[src/verilog/vrc6_pkg.sv]
/*
 * VRC6 mapper constants, widths and register codes.
 * Register codes are {A15:A12, A1:A0} after the mapper26 line swap.
 */
package vrc6_pkg;

    // bus widths
    localparam int cpu_data_w = 8;
    localparam int cpu_addr_w = 16;

    // prg fields, bank output covers address bits 18:13
    localparam int prg_bank_w  = 6;
    localparam int prg8_bank_w = 5;

    // chr fields, output covers address bits 18:10
    localparam int chr_bank_w = 8;
    localparam int chr_out_w  = 9;

    typedef logic [5:0] reg_code_t;

    localparam reg_code_t reg_prg8        = 6'b1000_00; // 8xxx, low pair ignored
    localparam reg_code_t reg_prgc        = 6'b1100_00; // Cxxx, low pair ignored
    localparam reg_code_t reg_mirror      = 6'b1011_11; // B003
    localparam reg_code_t reg_chr_lo      = 6'b1101_00; // D000..D003
    localparam reg_code_t reg_chr_hi      = 6'b1110_00; // E000..E003
    localparam reg_code_t reg_irq_latch   = 6'b1111_00; // F000
    localparam reg_code_t reg_irq_ctrl    = 6'b1111_01; // F001
    localparam reg_code_t reg_irq_ack     = 6'b1111_10; // F002
    localparam reg_code_t reg_pulse1_base = 6'b1001_00; // 9000
    localparam reg_code_t reg_pulse2_base = 6'b1010_00; // A000
    localparam reg_code_t reg_saw_base    = 6'b1011_00; // B000

    // scanline prescaler, 113 113 112 approximates 341/3 cpu cycles
    localparam logic [6:0] irq_prescale_long  = 7'd113;
    localparam logic [6:0] irq_prescale_short = 7'd112;
    localparam logic [7:0] irq_count_max      = 8'd255;

    // sound
    localparam logic [2:0] saw_steps    = 3'd6;
    localparam int         chan_level_w = 4;
    localparam int         saw_level_w  = 5;
    localparam int         snd_level_w  = 6;

    function automatic reg_code_t reg_code(input logic [cpu_addr_w-1:0] addr);
        return {addr[15:12], addr[1:0]};
    endfunction

endpackage

[src/verilog/vrc6_cpu_if.sv]
/*
 * CPU write bus shared by the mapper blocks.
 * wr is already qualified by tick, one cycle per write, no acknowledge.
 */
`timescale 1ns/1ps

interface vrc6_cpu_if import vrc6_pkg::*; ();

    logic                  tick; // cpu clock enable
    logic                  wr;   // register write strobe
    logic [cpu_addr_w-1:0] addr; // A0/A1 already swapped for mapper26
    logic [cpu_data_w-1:0] data;

    modport host (
        output tick,
        output wr,
        output addr,
        output data
    );

    modport dev (
        input tick,
        input wr,
        input addr,
        input data
    );

endinterface

[src/verilog/vrc6_banking.sv]
/*
 * PRG and CHR bank registers with the address mapping.
 * Outputs are unmasked, the top level applies the cartridge size masks.
 */
`timescale 1ns/1ps

module vrc6_banking import vrc6_pkg::*; (
    input  logic                  clk20,
    input  logic                  reset,
    vrc6_cpu_if.dev               bus,
    input  logic [15:0]           prgain,
    input  logic [13:0]           chrain,
    output logic [prg_bank_w-1:0] prg_bank,
    output logic [chr_bank_w-1:0] chr_bank_out
);

    logic [prg8_bank_w-1:0] prgbank8;
    logic [prg_bank_w-1:0]  prgbankC;
    logic [chr_bank_w-1:0]  chr_bank [8];
    logic [1:0]             mirror;

    reg_code_t             code;
    logic [chr_bank_w-1:0] sel_bank;
    logic                  nt_a10;

    assign code = reg_code(bus.addr);

    always_ff @(posedge clk20 or posedge reset) begin
        if (reset) begin
            prgbank8 <= '0;
            prgbankC <= '0;
            mirror   <= '0;
            for (int i = 0; i < 8; i++) begin
                chr_bank[i] <= '0;
            end
        end else if (bus.wr) begin
            if (code[5:2] == reg_prg8[5:2])
                prgbank8 <= bus.data[prg8_bank_w-1:0];
            if (code[5:2] == reg_prgc[5:2])
                prgbankC <= bus.data[prg_bank_w-1:0];
            if (code == reg_mirror)
                mirror <= bus.data[3:2];
            if (code[5:2] == reg_chr_lo[5:2])
                chr_bank[{1'b0, code[1:0]}] <= bus.data; // D000..D003 -> banks 0..3
            if (code[5:2] == reg_chr_hi[5:2])
                chr_bank[{1'b1, code[1:0]}] <= bus.data; // E000..E003 -> banks 4..7
        end
    end

    // prg windows
    always_comb begin
        casez (prgain[15:13])
            3'b0??:  prg_bank = '0;                      // wram and below
            3'b10?:  prg_bank = {prgbank8, prgain[13]};  // 16k bank at 8000
            3'b110:  prg_bank = prgbankC;
            default: prg_bank = '1;                      // fixed last bank
        endcase
    end

    assign sel_bank = chr_bank[chrain[12:10]];

    // nametable mirroring
    always_comb begin
        case (mirror)
            2'd0:    nt_a10 = chrain[10]; // vertical
            2'd1:    nt_a10 = chrain[11]; // horizontal
            2'd2:    nt_a10 = 1'b0;
            default: nt_a10 = 1'b1;
        endcase
    end

    assign chr_bank_out = {sel_bank[chr_bank_w-1:1], chrain[13] ? nt_a10 : sel_bank[0]};

endmodule

[src/verilog/vrc6_irq.sv]
/*
 * VRC6 IRQ counter, scanline mode through the prescaler or cycle mode.
 * irq stays high until a control or acknowledge write.
 */
`timescale 1ns/1ps

module vrc6_irq import vrc6_pkg::*; (
    input  logic    clk20,
    input  logic    reset,
    vrc6_cpu_if.dev bus,
    output logic    irq
);

    logic [7:0] irq_latch;
    logic       irq_m;      // cycle mode
    logic       irq_a;      // enable after ack
    logic       irq_e;
    logic [6:0] prescaler;
    logic [1:0] line;       // picks the short reload every third line
    logic [7:0] counter;
    logic       timeout;

    reg_code_t code;
    logic      latch_wr;
    logic      ctrl_wr;
    logic      ack_wr;
    logic      irq_clk;
    logic      count_run;
    logic      count_hit;

    assign code     = reg_code(bus.addr);
    assign latch_wr = bus.wr && code == reg_irq_latch;
    assign ctrl_wr  = bus.wr && code == reg_irq_ctrl;
    assign ack_wr   = bus.wr && code == reg_irq_ack;

    assign irq_clk   = irq_m || prescaler == '0;
    assign count_run = bus.tick && irq_e;
    assign count_hit = count_run && irq_clk && counter == irq_count_max;

    always_ff @(posedge clk20) begin
        if (latch_wr)
            irq_latch <= bus.data;
    end

    always_ff @(posedge clk20 or posedge reset) begin
        if (reset) begin
            irq_m     <= 1'b0;
            irq_a     <= 1'b0;
            irq_e     <= 1'b0;
            timeout   <= 1'b0;
            prescaler <= irq_prescale_long;
            line      <= '0;
            counter   <= '0;
        end else if (ctrl_wr) begin
            irq_m   <= bus.data[2];
            irq_a   <= bus.data[0];
            irq_e   <= bus.data[1];
            timeout <= 1'b0;
            if (bus.data[1]) begin // enabling restarts the count from the latch
                prescaler <= irq_prescale_long;
                line      <= '0;
                counter   <= irq_latch;
            end
        end else begin
            if (ack_wr)
                irq_e <= irq_a;

            if (count_run) begin
                if (prescaler != '0) begin
                    prescaler <= prescaler - 7'd1;
                end else begin
                    prescaler <= line[1] ? irq_prescale_short : irq_prescale_long;
                    line      <= line[1] ? 2'd0 : line + 2'd1;
                end
                if (irq_clk)
                    counter <= (counter == irq_count_max) ? irq_latch : counter + 8'd1;
            end

            if (ack_wr)
                timeout <= 1'b0;
            else if (count_hit)
                timeout <= 1'b1;
        end
    end

    assign irq = timeout & irq_e;

endmodule

[src/verilog/vrc6_mapper.sv]
/*
 * VRC6 mapper top, mapper26 high selects the A0/A1 swapped variant.
 * Masks are per address bit, prg 18:13 and chr 18:12.
 * snd_level is the raw sum of the three channels, 0..61.
 */
`timescale 1ns/1ps

module vrc6_mapper import vrc6_pkg::*; (
    input  logic                   clk20,
    input  logic                   reset,
    input  logic                   ce,
    input  logic                   mapper26,
    input  logic                   m2_n,
    input  logic                   nesprg_we,
    input  logic [15:0]            prgain,
    input  logic [13:0]            chrain,
    input  logic [cpu_data_w-1:0]  nesprgdin,
    input  logic                   neschr_rd,
    input  logic                   neschr_wr,
    input  logic                   cfg_boot,
    input  logic [5:0]             cfg_prgmask,
    input  logic [6:0]             cfg_chrmask,
    input  logic                   cfg_chrram,
    output logic [prg_bank_w-1:0]  ramprgaout,
    output logic [chr_out_w-1:0]   ramchraout,
    output logic                   ciram_ce,
    output logic                   chrram_we,
    output logic                   chrram_oe,
    output logic                   wram_oe,
    output logic                   wram_we,
    output logic                   prgram_oe,
    output logic                   nesprg_oe,
    output logic                   irq,
    output logic [snd_level_w-1:0] snd_level
);

    vrc6_cpu_if cpu_bus ();

    logic [prg_bank_w-1:0]   prg_bank;
    logic [chr_bank_w-1:0]   chr_bank_out;
    logic [chan_level_w-1:0] sq1_level;
    logic [chan_level_w-1:0] sq2_level;
    logic [saw_level_w-1:0]  saw_level;
    logic                    wram_sel;

    assign cpu_bus.tick = ce;
    assign cpu_bus.wr   = ce & nesprg_we;
    assign cpu_bus.addr = mapper26 ? {prgain[15:2], prgain[0], prgain[1]} : prgain;
    assign cpu_bus.data = nesprgdin;

    vrc6_banking banking_i (
        .clk20        (clk20),
        .reset        (reset),
        .bus          (cpu_bus),
        .prgain       (prgain),
        .chrain       (chrain),
        .prg_bank     (prg_bank),
        .chr_bank_out (chr_bank_out)
    );

    vrc6_irq irq_i (
        .clk20 (clk20),
        .reset (reset),
        .bus   (cpu_bus),
        .irq   (irq)
    );

    vrc6_pulse #(.base_addr(reg_pulse1_base)) pulse1_i (
        .clk20 (clk20),
        .reset (reset),
        .bus   (cpu_bus),
        .level (sq1_level)
    );

    vrc6_pulse #(.base_addr(reg_pulse2_base)) pulse2_i (
        .clk20 (clk20),
        .reset (reset),
        .bus   (cpu_bus),
        .level (sq2_level)
    );

    vrc6_saw saw_i (
        .clk20 (clk20),
        .reset (reset),
        .bus   (cpu_bus),
        .level (saw_level)
    );

    // size masks, chr bit 18 is never driven by a bank
    assign ramprgaout = prg_bank & cfg_prgmask;
    assign ramchraout = {({1'b0, chr_bank_out[7:2]} & cfg_chrmask), chr_bank_out[1:0]};

    // ram strobes
    assign wram_sel  = prgain[15:13] == 3'b011; // 6000..7FFF
    assign wram_oe   = m2_n & ~nesprg_we & wram_sel;
    assign wram_we   = m2_n & nesprg_we & wram_sel;
    assign prgram_oe = ~cfg_boot & m2_n & ~nesprg_we & prgain[15];
    assign nesprg_oe = wram_oe | prgram_oe;

    assign chrram_we = neschr_wr & ~chrain[13] & cfg_chrram;
    assign chrram_oe = neschr_rd & ~chrain[13];
    assign ciram_ce  = chrain[13]; // nametables go to console vram

    assign snd_level = {2'b00, sq1_level} + {2'b00, sq2_level} + {1'b0, saw_level};

endmodule

[src/verilog/vrc6_pulse.sv]
/*
 * One VRC6 pulse channel. base_addr selects the register triple
 * (base+0 mode/duty/volume, +1 period low, +2 enable/period high).
 */
`timescale 1ns/1ps

module vrc6_pulse import vrc6_pkg::*; #(
    parameter reg_code_t base_addr = reg_pulse1_base
) (
    input  logic                    clk20,
    input  logic                    reset,
    vrc6_cpu_if.dev                 bus,
    output logic [chan_level_w-1:0] level
);

    logic                    mode;   // constant output, duty ignored
    logic [2:0]              duty;
    logic [chan_level_w-1:0] volume;
    logic [11:0]             period;
    logic                    enable;
    logic [11:0]             divider;
    logic [3:0]              step;

    reg_code_t code;
    logic      sel;

    assign code = reg_code(bus.addr);
    assign sel  = bus.wr && code[5:2] == base_addr[5:2];

    always_ff @(posedge clk20) begin
        if (sel) begin
            case (code[1:0])
                2'd0:    {mode, duty, volume} <= bus.data;
                2'd1:    period[7:0] <= bus.data;
                2'd2:    period[11:8] <= bus.data[3:0];
                default: ;
            endcase
        end
    end

    always_ff @(posedge clk20 or posedge reset) begin
        if (reset) begin
            enable  <= 1'b0;
            divider <= '0;
            step    <= '0;
        end else begin
            if (sel && code[1:0] == 2'd2)
                enable <= bus.data[7];
            if (bus.tick && enable) begin
                if (divider != '0) begin
                    divider <= divider - 12'd1;
                end else begin
                    divider <= period;
                    step    <= step + 4'd1; // 16 steps per cycle
                end
            end
        end
    end

    assign level = (enable && (mode || step <= {1'b0, duty})) ? volume : '0;

endmodule

[src/verilog/vrc6_saw.sv]
/*
 * VRC6 sawtooth channel at B000..B002.
 * The accumulator runs 6 additions then clears, so a large rate wraps.
 */
`timescale 1ns/1ps

module vrc6_saw import vrc6_pkg::*; (
    input  logic                   clk20,
    input  logic                   reset,
    vrc6_cpu_if.dev                bus,
    output logic [saw_level_w-1:0] level
);

    logic [5:0]  rate;
    logic [11:0] period;
    logic        enable;
    logic [12:0] divider;
    logic [2:0]  step;
    logic [7:0]  acc;

    reg_code_t code;
    logic      sel;

    assign code = reg_code(bus.addr);
    assign sel  = bus.wr && code[5:2] == reg_saw_base[5:2];

    always_ff @(posedge clk20) begin
        if (sel) begin
            case (code[1:0])
                2'd0:    rate <= bus.data[5:0];
                2'd1:    period[7:0] <= bus.data;
                2'd2:    period[11:8] <= bus.data[3:0];
                default: ;
            endcase
        end
    end

    always_ff @(posedge clk20 or posedge reset) begin
        if (reset) begin
            enable  <= 1'b0;
            divider <= '0;
            step    <= '0;
            acc     <= '0;
        end else begin
            if (sel && code[1:0] == 2'd2)
                enable <= bus.data[7];
            if (bus.tick && enable) begin
                if (divider != '0) begin
                    divider <= divider - 13'd1;
                end else begin
                    divider <= {period, 1'b1}; // doubled period, one add per two expiries
                    if (step == saw_steps) begin
                        step <= '0;
                        acc  <= '0;
                    end else begin
                        step <= step + 3'd1;
                        acc  <= acc + {2'b00, rate};
                    end
                end
            end
        end
    end

    assign level = enable ? acc[7:3] : '0;

endmodule
[config.mk]
export PLATFORM = sky130hd
export DESIGN_NAME = vrc6_mapper
export DESIGN_NICKNAME = d
export VERILOG_FILES = /design/src/verilog/vrc6_pkg.sv /design/src/verilog/vrc6_cpu_if.sv /design/src/verilog/vrc6_banking.sv /design/src/verilog/vrc6_irq.sv /design/src/verilog/vrc6_mapper.sv /design/src/verilog/vrc6_pulse.sv /design/src/verilog/vrc6_saw.sv
export SDC_FILE = /design/constraint.sdc
export NUM_CORES = 1
export LEC_CHECK = 0
export ABC_CLOCK_PERIOD_IN_PS = 9280
export BUFFER_PORTS_ARGS = -buffer_cell sky130_fd_sc_hd__buf_2
export CORE_ASPECT_RATIO = 0.75
export CORE_MARGIN = 1
export CORE_UTILIZATION = 29
export CTS_BUF_LIST = sky130_fd_sc_hd__clkbuf_8
export CTS_CLUSTER_SIZE = 10
export DETAILED_ROUTE_END_ITERATION = 6
export GPL_TIMING_DRIVEN = 1
export PLACE_DENSITY_LB_ADDON = 0.25
export SETUP_SLACK_MARGIN = 0.5
export SLEW_MARGIN = 20
export SYNTH_ARGS = -nofsm -noshare
export SYNTH_HDL_FRONTEND = slang
export SYNTH_SLANG_ARGS = --single-unit
[constraint.sdc]
create_clock -name clk20 -period 9.28 [get_ports clk20]
set_input_delay 0.464 -clock clk20 [delete_from_list [all_inputs] [get_ports clk20]]
set_output_delay 0.464 -clock clk20 [all_outputs]
set_load 0.02 [all_outputs]
==> results of run 1 <==
==> per-stage QoR <==
step / std cells / hold slack (ns)
floorplan: 892 / 0.442
global placement: 1419 / 0.464
detailed placement: 1419 / 0.466
CTS: 1487 / 0.170
global route: 1490 / 0.214
finish: 1491 / 0.140
==> cells in the final DEF, fill, tap and decap left out, types with 6 or more instances in the layout <==
cell type / instances
sky130_fd_sc_hd__or3_1: 7
sky130_fd_sc_hd__dfrtp_1: 153
sky130_fd_sc_hd__a21o_1: 7
sky130_fd_sc_hd__or2_2: 7
sky130_fd_sc_hd__nor2b_1: 17
sky130_fd_sc_hd__a21oi_1: 29
sky130_fd_sc_hd__and2_1: 9
sky130_fd_sc_hd__nand4_1: 10
sky130_fd_sc_hd__o21ai_0: 34
sky130_fd_sc_hd__buf_2: 67
sky130_fd_sc_hd__mux2i_1: 16
sky130_fd_sc_hd__clkbuf_8: 44
sky130_fd_sc_hd__o31ai_1: 11
sky130_fd_sc_hd__mux2_2: 90
sky130_fd_sc_hd__mux4_2: 16
sky130_fd_sc_hd__edfxtp_1: 66
sky130_fd_sc_hd__inv_1: 52
sky130_fd_sc_hd__nand2_1: 63
sky130_fd_sc_hd__nor2_1: 68
sky130_fd_sc_hd__nor3_1: 26
sky130_fd_sc_hd__o22ai_1: 6
sky130_fd_sc_hd__fa_1: 6
sky130_fd_sc_hd__xnor2_1: 9
sky130_fd_sc_hd__a211oi_1: 12
sky130_fd_sc_hd__nor4_1: 7
sky130_fd_sc_hd__nand3_1: 30
sky130_fd_sc_hd__ha_1: 25
==> logic make-up after synthesis <==
logic type	count (synthesis)
compound gates	146
xor+xnor	12
fa+ha+maj	31
buf+inv	78
flops	223
mux	122
other cells	1
simple gates	279
==> per-layer routing <==
metal	up-vias	share of wire
li1	3439	-
met1	3531	0.51
met2	111	0.44
met3	35	0.034
met4	0	0.016
met5	-	0
==> cells in the mapped netlist, types with 4 or more instances <==
master,count,share of area
sky130_fd_sc_hd__or2_2,7,0.0041
sky130_fd_sc_hd__a2bb2oi_1,4,0.0033
sky130_fd_sc_hd__o31ai_1,11,0.0077
sky130_fd_sc_hd__mux2i_1,16,0.015
sky130_fd_sc_hd__dfstp_2,4,0.0098
sky130_fd_sc_hd__ha_1,25,0.029
sky130_fd_sc_hd__o41ai_1,5,0.0041
sky130_fd_sc_hd__a211oi_1,12,0.0084
sky130_fd_sc_hd__nand4_1,10,0.0058
sky130_fd_sc_hd__mux4_2,16,0.034
sky130_fd_sc_hd__buf_2,9,0.0042
sky130_fd_sc_hd__o21ai_0,34,0.016
sky130_fd_sc_hd__nor3_1,28,0.013
sky130_fd_sc_hd__xnor2_1,9,0.0074
sky130_fd_sc_hd__nand2b_1,4,0.0023
sky130_fd_sc_hd__and3_1,4,0.0023
sky130_fd_sc_hd__a21oi_1,29,0.014
sky130_fd_sc_hd__or3_1,7,0.0041
sky130_fd_sc_hd__edfxtp_1,66,0.19
sky130_fd_sc_hd__and2_1,9,0.0053
sky130_fd_sc_hd__o22ai_1,6,0.0035
sky130_fd_sc_hd__nand3_1,30,0.014
sky130_fd_sc_hd__fa_1,6,0.011
sky130_fd_sc_hd__nor2b_1,17,0.0099
sky130_fd_sc_hd__nor2_1,68,0.024
sky130_fd_sc_hd__dfrtp_1,153,0.36
sky130_fd_sc_hd__nor3b_1,4,0.0028
sky130_fd_sc_hd__a31o_2,4,0.0033
sky130_fd_sc_hd__a31oi_1,5,0.0029
sky130_fd_sc_hd__a21o_1,7,0.0049
sky130_fd_sc_hd__mux2_2,90,0.095
sky130_fd_sc_hd__nand2_1,63,0.022
sky130_fd_sc_hd__nor4_1,7,0.0041
sky130_fd_sc_hd__inv_1,38,0.013
sky130_fd_sc_hd__clkbuf_1,24,0.0084
==> layout make-up <==
| class | count | area (um^2) |
|---|---|---|
| fill | 3625 | 23900 |
| sequential | 223 | 5920 |
| multi-input combinational | 591 | 4480 |
| tap | 496 | 621 |
| clock buffer | 44 | 606 |
| timing repair buffer | 71 | 365 |
| inverter | 38 | 148 |
| clock inverter | 24 | 104 |
| antenna | 4 | 10.0 |
==> critical path: stages (launching register included) <==
cell	delay [ns]
sky130_fd_sc_hd__dfrtp_1	0.42
sky130_fd_sc_hd__ha_1	0.32
sky130_fd_sc_hd__nor2b_1	0.13
sky130_fd_sc_hd__o21ai_0	0.15
sky130_fd_sc_hd__a32oi_1	0.09
sky130_fd_sc_hd__o21bai_1	0.27
sky130_fd_sc_hd__nand3_1	0.16
sky130_fd_sc_hd__fa_1	0.55
sky130_fd_sc_hd__inv_1	0.04
sky130_fd_sc_hd__ha_1	0.21
sky130_fd_sc_hd__fa_1	0.40
sky130_fd_sc_hd__a21o_1	0.19
sky130_fd_sc_hd__a21o_1	0.16
sky130_fd_sc_hd__buf_2	0.15
==> state kept, by name (all words and copies together), names as in the netlist, 5 cells and up <==
signal and cells:
irq_i.counter 8, banking_i.chr_bank 64, pulse2_i.divider 12, saw_i.acc 8, pulse1_i.divider 12, pulse1_i.period 12, banking_i.prgbankC 6, banking_i.prgbank8 5
saw_i.divider 13, pulse2_i.period 12, saw_i.period 12, irq_i.irq_latch 8, saw_i.rate 6, irq_i.prescaler 7
==> report_power, final <==
group          leakage [nW]  total [mW]  internal (mW)  switching [mW]
Sequential             2.66        1.29           1.16           0.128
Combinational          2.26       0.588          0.259           0.328
Clock                 0.423       0.837          0.434           0.403
Total                  5.34        2.71           1.85           0.860
==> final timing paths <==
kind | from | endpoint | slack (ns)
max | pulse1_i.step[1]$_DFFE_PP0P_ | snd_level[5] | 5.06
min | reset | banking_i.prgbank8[3]$_DFFE_PP0P_ | 0.14
max reg2reg | pulse1_i.divider[0]$_DFFE_PP0P_ | pulse1_i.divider[1]$_DFFE_PP0P_ | 6.74
min reg2reg | pulse1_i.step[3]$_DFFE_PP0P_ | pulse1_i.step[3]$_DFFE_PP0P_ | 0.48
max in group asynchronous | reset | pulse2_i.divider[4]$_DFFE_PP0P_ | 7.76
min in group clk20 | nesprgdin[6] | pulse1_i.period[6]$_DFFE_PP_ | 0.39
==> flow_summary_export.csv, run 1 <==
group,metric,value,unit
worst_setup_path,r2r_cells,6,
layout,flow.area_growth_from_synthesis,14.4,%
yosys,ys_seq_elements,223,
floorplanning,die-height,168,um
yosys,synth-compound-area-share,0.0903,
clock_tree,post_cts_hold_buffer_count,0,
drt,1st_pass_router_iterations,4,
drt,wl_per_cell,16.7,um
yosys,synth_edf_count,66,
placed_design,post_dp_cell_area,11500,um^2
layout,drive_above_1_share,0.257,
placed_design,dp_hpwl,15800,um
sta,final_min_period_over_clock_period,0.455,
drt,vias,7116,
yosys,post_synth_inst_count,892,
sta,max_clock_freq,237,MHz
yosys,mappedNetlistArea,10700,um^2
floorplanning,floorplan.initialDensity,0.297,
sta,setup_violations,0,
grt,grtUsageMet2,0.201,
sta,final.setup_skew,0.0232,ns
grt,grt_first_pass_wirelength,40000,um
clock_tree,post_cts_resize_count,0,
sta,hold_viol,0,
sta,slew_viol_final,0,
yosys,synthesis.nets,984,
clock_tree,max-clock-path-buffers,3,
drt,ant_nets,0,
worst_hold_path,hold_path_class,"in2async",
run,max-cap-violations,0,
floorplanning,floorplan.die_area,37700,um^2
drt,drc_errors_left,0,
floorplanning,core-area,36100,um^2
yosys,synth_top_flop_cell,"sky130_fd_sc_hd__dfrtp_1",
yosys,synthAdderAreaFrac,0.0404,
yosys,synth_top_family_by_area,"multiplexers",
sta,tns,0,ns
power_and_ir_drop,pwr_density_cell,221,nW/um^2
grt,grt.overflow.total,0,
worst_setup_path,crit_path_end_kind,"output port",
grt,grt_max_degree,101,
sta,fin_crit,4.22,ns
sta,worst_slack,5.06,ns
floorplanning,num_io_pins,90,
drt,routed_via_density,4.77,
clock_tree,cts_tree,"yes",
placed_design,gp_congestion,0.781,
clock_tree,cts_buffers,38,
grt,grt_antenna_before_repair,3,
yosys,syn-mean-instance-area,12.0,um^2
layout,final_cell_area,12200,um^2
yosys,ys_async_sr_fraction,0.704,
grt,gr-usage-met1,0.200,
drt,wirelength,24900,um
sta,worst_slew_pin_slew,1.06,ns
layout,finalNetCount,1055,
yosys,yosysSeqAreaShare,0.552,
yosys,yosys.area_share.simple,0.133,
worst_setup_path,critPathRequiredTime,8.82,ns
run_status,result_of_the_run,"complete, no violations",
clock_tree,clock-root-buffer,"sky130_fd_sc_hd__clkbuf_8",
drt,dr_iter_0_viols,391,
yosys,synth-xor-area-share,0.00981,
grt,use_met3,0.0218,
sta,relSlewSlack,0.292,
worst_setup_path,critical_path_class,"reg2out",
worst_setup_path,critical_path.max_fanout,4,
placed_design,placement.setup.worst_slack,5.55,ns
placed_design,port_buffers,67,
clock_tree,worstSkewPairLatency,0.53,ns
grt,global_route_layer_with_the_greatest_usage,"met2",
floorplanning,standard_cell_row_count,60,
power_and_ir_drop,power.leakage,5.34,nW
yosys,total_number_of_yosys_warnings,0,
clock_tree,htree_levels,2,
worst_setup_path,worstPathArrival,3.76,ns
power_and_ir_drop,totalPowerFinal,2.71,mW
yosys,number_of_distinct_library_cells_after_synthesis,72,
worst_setup_path,launching_element_type_of_the_critical_path,"register",
sta,rsz_0062_raised_after_global_routing,"false",
floorplanning,fp.dieW,224,um
grt,grt_pass1_vias,7005,
layout,final_core_util,0.339,
clock_tree,postCtsSetupBuffers,0,
clock_tree,cts_clk_pin_slew_worst_paths,0.06,ns
yosys,mux_share_of_post_synthesis_cell_area,0.143,
grt,global_route.usage.total,0.135,
clock_tree,cts_num_sinks,223,
power_and_ir_drop,vdd_ir_drop_max,0.0000985,V
(Power assumes the default switching activity.)
==> inputs of run 2 (changes only) <==
Settings changed: ABC_AREA set to 1, ABC_CLOCK_PERIOD_IN_PS 9280 to 3800.
Clock period 9.28 ns to 3.8 ns, I/O delays scaled along.
==> run 2 against run 1 <==
Total power rose to 2.7 times the previous value; die area up 5.2%; sequential share of layout area is 3.3 points lower; via count grew 27%; critical path type unchanged.
==> flow_summary_export.csv, run 2 <==
group,metric,value,unit
sta,final_min_period_over_clock_period,0.866,
sta,setup_violations,0,
sta,slew_viol_final,0,
worst_hold_path,hold_path_startpoint,"nesprgdin[6]",
floorplanning,core-area,38200,um^2
yosys,ys_async_sr_fraction,0.704,
layout,largest-register,"banking_i.chr_bank",
floorplanning,fp.dieW,230,um
drt,wirelength,28600,um
drt,routed_via_density,4.60,
sta,relSlewSlack,0.297,
sta,worst_slack,0.509,ns
sta,worst_slew_pin_slew,1.05,ns
yosys,yosysSeqAreaShare,0.525,
worst_setup_path,worstPathArrival,3.10,ns
yosys,number_of_distinct_library_cells_after_synthesis,43,
yosys,ys_seq_elements,223,
power_and_ir_drop,power.share.switching,0.335,
worst_setup_path,crit-reg2reg-capture,"saw_i.step[0]$_DFFE_PP0P_",
clock_tree,cts_clk_pin_slew_worst_paths,0.06,ns
yosys,synthMostInstantiatedCell,"sky130_fd_sc_hd__nand2_1",
clock_tree,htree_levels,2,
worst_setup_path,r2r_cells,10,
floorplanning,floorplan.initialDensity,0.295,
sta,tns,0,ns
worst_setup_path,crit_path_end_kind,"output port",
floorplanning,standard_cell_row_count,62,
layout,largest_reg_flops,64,
power_and_ir_drop,power.leakage,6.23,nW
sta,max_clock_freq,304,MHz
power_and_ir_drop,combPwrFrac,0.239,
power_and_ir_drop,totalPowerFinal,7.21,mW
sta,fin_crit,3.29,ns
yosys,synth_top_area_cell,"sky130_fd_sc_hd__dfrtp_1",
run_status,result_of_the_run,"complete, no violations",
layout,final_core_util,0.344,
yosys,synthesis.nets,1427,
power_and_ir_drop,p_int,4.80,mW
power_and_ir_drop,power_frac_clock,0.335,
yosys,synthDominantCellAreaShare,0.340,
drt,1st_pass_router_iterations,6,
yosys,total_number_of_yosys_warnings,0,
grt,grt_max_degree,93,
clock_tree,cts_tree,"yes",
yosys,post_synth_most_frequent_cells,"sky130_fd_sc_hd__nand2_1 (356), sky130_fd_sc_hd__o21ai_0 (164), sky130_fd_sc_hd__dfrtp_1 (153)",
drt,ant_nets,0,
power_and_ir_drop,p_sw,2.42,mW
floorplanning,die-height,173,um
sta,fin_hold_ws,0.0370,ns
grt,grt_first_pass_wirelength,46500,um
yosys,post_synth_inst_count,1335,
power_and_ir_drop,share_seq_of_total_power,0.425,
placed_design,gp_congestion,0.825,
placed_design,dp_hpwl,19100,um
sta,rsz_0062_raised_after_global_routing,"true",
worst_setup_path,critical_path_class,"reg2out",
drt,wl_per_cell,14.6,um
worst_hold_path,whs_path_depth,1,
worst_setup_path,crit-reg2reg-launch,"saw_i.divider[0]$_DFFE_PP0P_",
layout,layout.cells.most_common,"sky130_fd_sc_hd__nand2_1",
power_and_ir_drop,pwr_density_cell,549,nW/um^2
grt,grt_antenna_before_repair,1,
run,max-cap-violations,0,
sta,final.setup_skew,0.0442,ns
layout,biggestRegsByFlops,"banking_i.chr_bank x64, saw_i.divider x13",
placed_design,port_buffers,67,
layout,flow.area_growth_from_synthesis,16.6,%
layout,finalNetCount,1514,
grt,grt.overflow.total,0,
layout,highest_count_cells_in_the_layout_ignoring_fill_and_taps,"sky130_fd_sc_hd__nand2_1 (356), sky130_fd_sc_hd__o21ai_0 (162), sky130_fd_sc_hd__dfrtp_1 (153)",
yosys,synth_top_flop_cell,"sky130_fd_sc_hd__dfrtp_1",
clock_tree,cts_num_sinks,223,
clock_tree,max-clock-path-buffers,3,
placed_design,dpl.cell_count,1880,
yosys,mappedNetlistArea,11300,um^2
grt,grt_pass1_vias,8615,
drt,vias,9046,
floorplanning,num_io_pins,90,
layout,antenna_diode_count,0,
worst_hold_path,hold-path-endpoint,"saw_i.period[6]$_DFFE_PP_",
yosys,synth_edf_count,66,
worst_setup_path,critPathRequiredTime,3.61,ns
yosys,synthTopCellsByArea,"sky130_fd_sc_hd__dfrtp_1 (34%), sky130_fd_sc_hd__edfxtp_1 (18%), sky130_fd_sc_hd__nand2_1 (12%), sky130_fd_sc_hd__o21ai_0 (7.3%), sky130_fd_sc_hd__inv_1 (4.8%)",
drt,dr_iter_0_viols,621,
worst_hold_path,hold_path_class,"in2reg",
clock_tree,clock-root-buffer,"sky130_fd_sc_hd__clkbuf_8",
floorplanning,floorplan.die_area,39700,um^2
layout,drive_above_1_share,0.129,
yosys,syn-mean-instance-area,8.44,um^2
worst_setup_path,launching_element_type_of_the_critical_path,"register",
layout,final_cell_area,13100,um^2
drt,drc_errors_left,0,
placed_design,post_dp_cell_area,12100,um^2
clock_tree,worstSkewPairLatency,0.57,ns
worst_setup_path,critical_path.max_fanout,4,
clock_tree,cts_buffers,41,
placed_design,placement.setup.worst_slack,0.819,ns
power_and_ir_drop,vdd_ir_drop_max,0.000264,V
sta,hold_viol,0,
worst_setup_path,timing.reg2reg.setup_slack,1.25,ns
grt,global_route.usage.total,0.146,
layout,finalNonFillerCells,1966,
run 2: cell count changes in the layout (fill, tap and decap cells not counted), moves of 14 or more:
cell,change
sky130_fd_sc_hd__nand2_1,+293
sky130_fd_sc_hd__o21ai_0,+128
sky130_fd_sc_hd__inv_1,+97
sky130_fd_sc_hd__mux2_2,-90
sky130_fd_sc_hd__nand3_1,+72
sky130_fd_sc_hd__nor2_1,+66
sky130_fd_sc_hd__nor3_1,-18
sky130_fd_sc_hd__nor2b_1,-17
sky130_fd_sc_hd__a21oi_1,-16
sky130_fd_sc_hd__mux2i_1,-16
sky130_fd_sc_hd__mux4_2,-16
sky130_fd_sc_hd__xor2_1,+14
run 2: what timing repair did:
| item | 4_1_cts | 5_1_grt |
|---|---|---|
| hold buffers | 3 | 0 |
| endpoints found under the hold margin | 22 | 0 |
| buffers inserted | 7 | 1 |
| cloned | 0 | 0 |
| endpoints found under the setup margin | 4 | 4 |
| pin swaps | 15 | 8 |
| gates resized for setup | 20 | 8 |
run 2: cell type report:
| cell class | count | area, um^2 |
|---|---|---|
| Timing Repair Buffer | 82 | 485 |
| Sequential cell | 223 | 5920 |
| Multi-Input combinational cell | 928 | 4690 |
| Inverter | 146 | 552 |
| Clock inverter | 27 | 194 |
| Clock buffer | 48 | 661 |
| Fill cell | 4031 | 25100 |
| Tap cell | 512 | 641 |
run 2: worst max-delay path, stage by stage (launching register included):
cell	delay [ns]
sky130_fd_sc_hd__dfrtp_1	0.40
sky130_fd_sc_hd__ha_1	0.30
sky130_fd_sc_hd__nand2_1	0.05
sky130_fd_sc_hd__o21ai_1	0.12
sky130_fd_sc_hd__nand3b_1	0.22
sky130_fd_sc_hd__and3_4	0.27
sky130_fd_sc_hd__fa_2	0.36
sky130_fd_sc_hd__ha_4	0.18
sky130_fd_sc_hd__fa_2	0.35
sky130_fd_sc_hd__xor2_1	0.17
sky130_fd_sc_hd__buf_4	0.15
run 2: logic make-up after synthesis:
logic type               Yosys count  synth area share
XOR/XNOR                          21            0.0163
flip-flops                       223             0.525
AND/OR/NAND/NOR                  656             0.249
other                              1          0.000333
buffers and inverters            184            0.0668
adder cells (fa/ha/maj)           31            0.0384
AO/OA/AOI/OAI                    219             0.104
run 2: worst max path at each step:
stage | from | to | slack (ns)
global placement | pulse1_i.step[1]$_DFFE_PP0P_ | snd_level[3] | 0.82
CTS | pulse2_i.step[0]$_DFFE_PP0P_ | snd_level[3] | 0.49
floorplan | pulse1_i.step[1]$_DFFE_PP0P_ | snd_level[3] | 0.96
global route | pulse1_i.duty[1]$_DFFE_PP_ | snd_level[3] | 0.34
detailed placement | pulse1_i.step[1]$_DFFE_PP0P_ | snd_level[3] | 0.82
finish | pulse1_i.step[2]$_DFFE_PP0P_ | snd_level[3] | 0.51
run 2: power by group through the flow:
stage / sequential, mW / combinational (mW) / clock (mW)
3_5_place_dp: 3.10 / 1.66 / 0
3_3_place_gp: 3.10 / 1.64 / 0
5_1_grt: 3.11 / 2.01 / 2.60
6_report: 3.07 / 1.73 / 2.42
2_1_floorplan: 3.04 / 1.31 / 0
4_1_cts: 3.06 / 1.74 / 2.49
run 2: layer usage:
layer / global-route usage / share of wire / up-vias
li1: - / - / 4555
met1: 0.219 / 0.52 / 4239
met2: 0.213 / 0.42 / 205
met3: 0.0289 / 0.048 / 45
met4: 0.0356 / 0.017 / 2
met5: 0 / 0.00045 / -
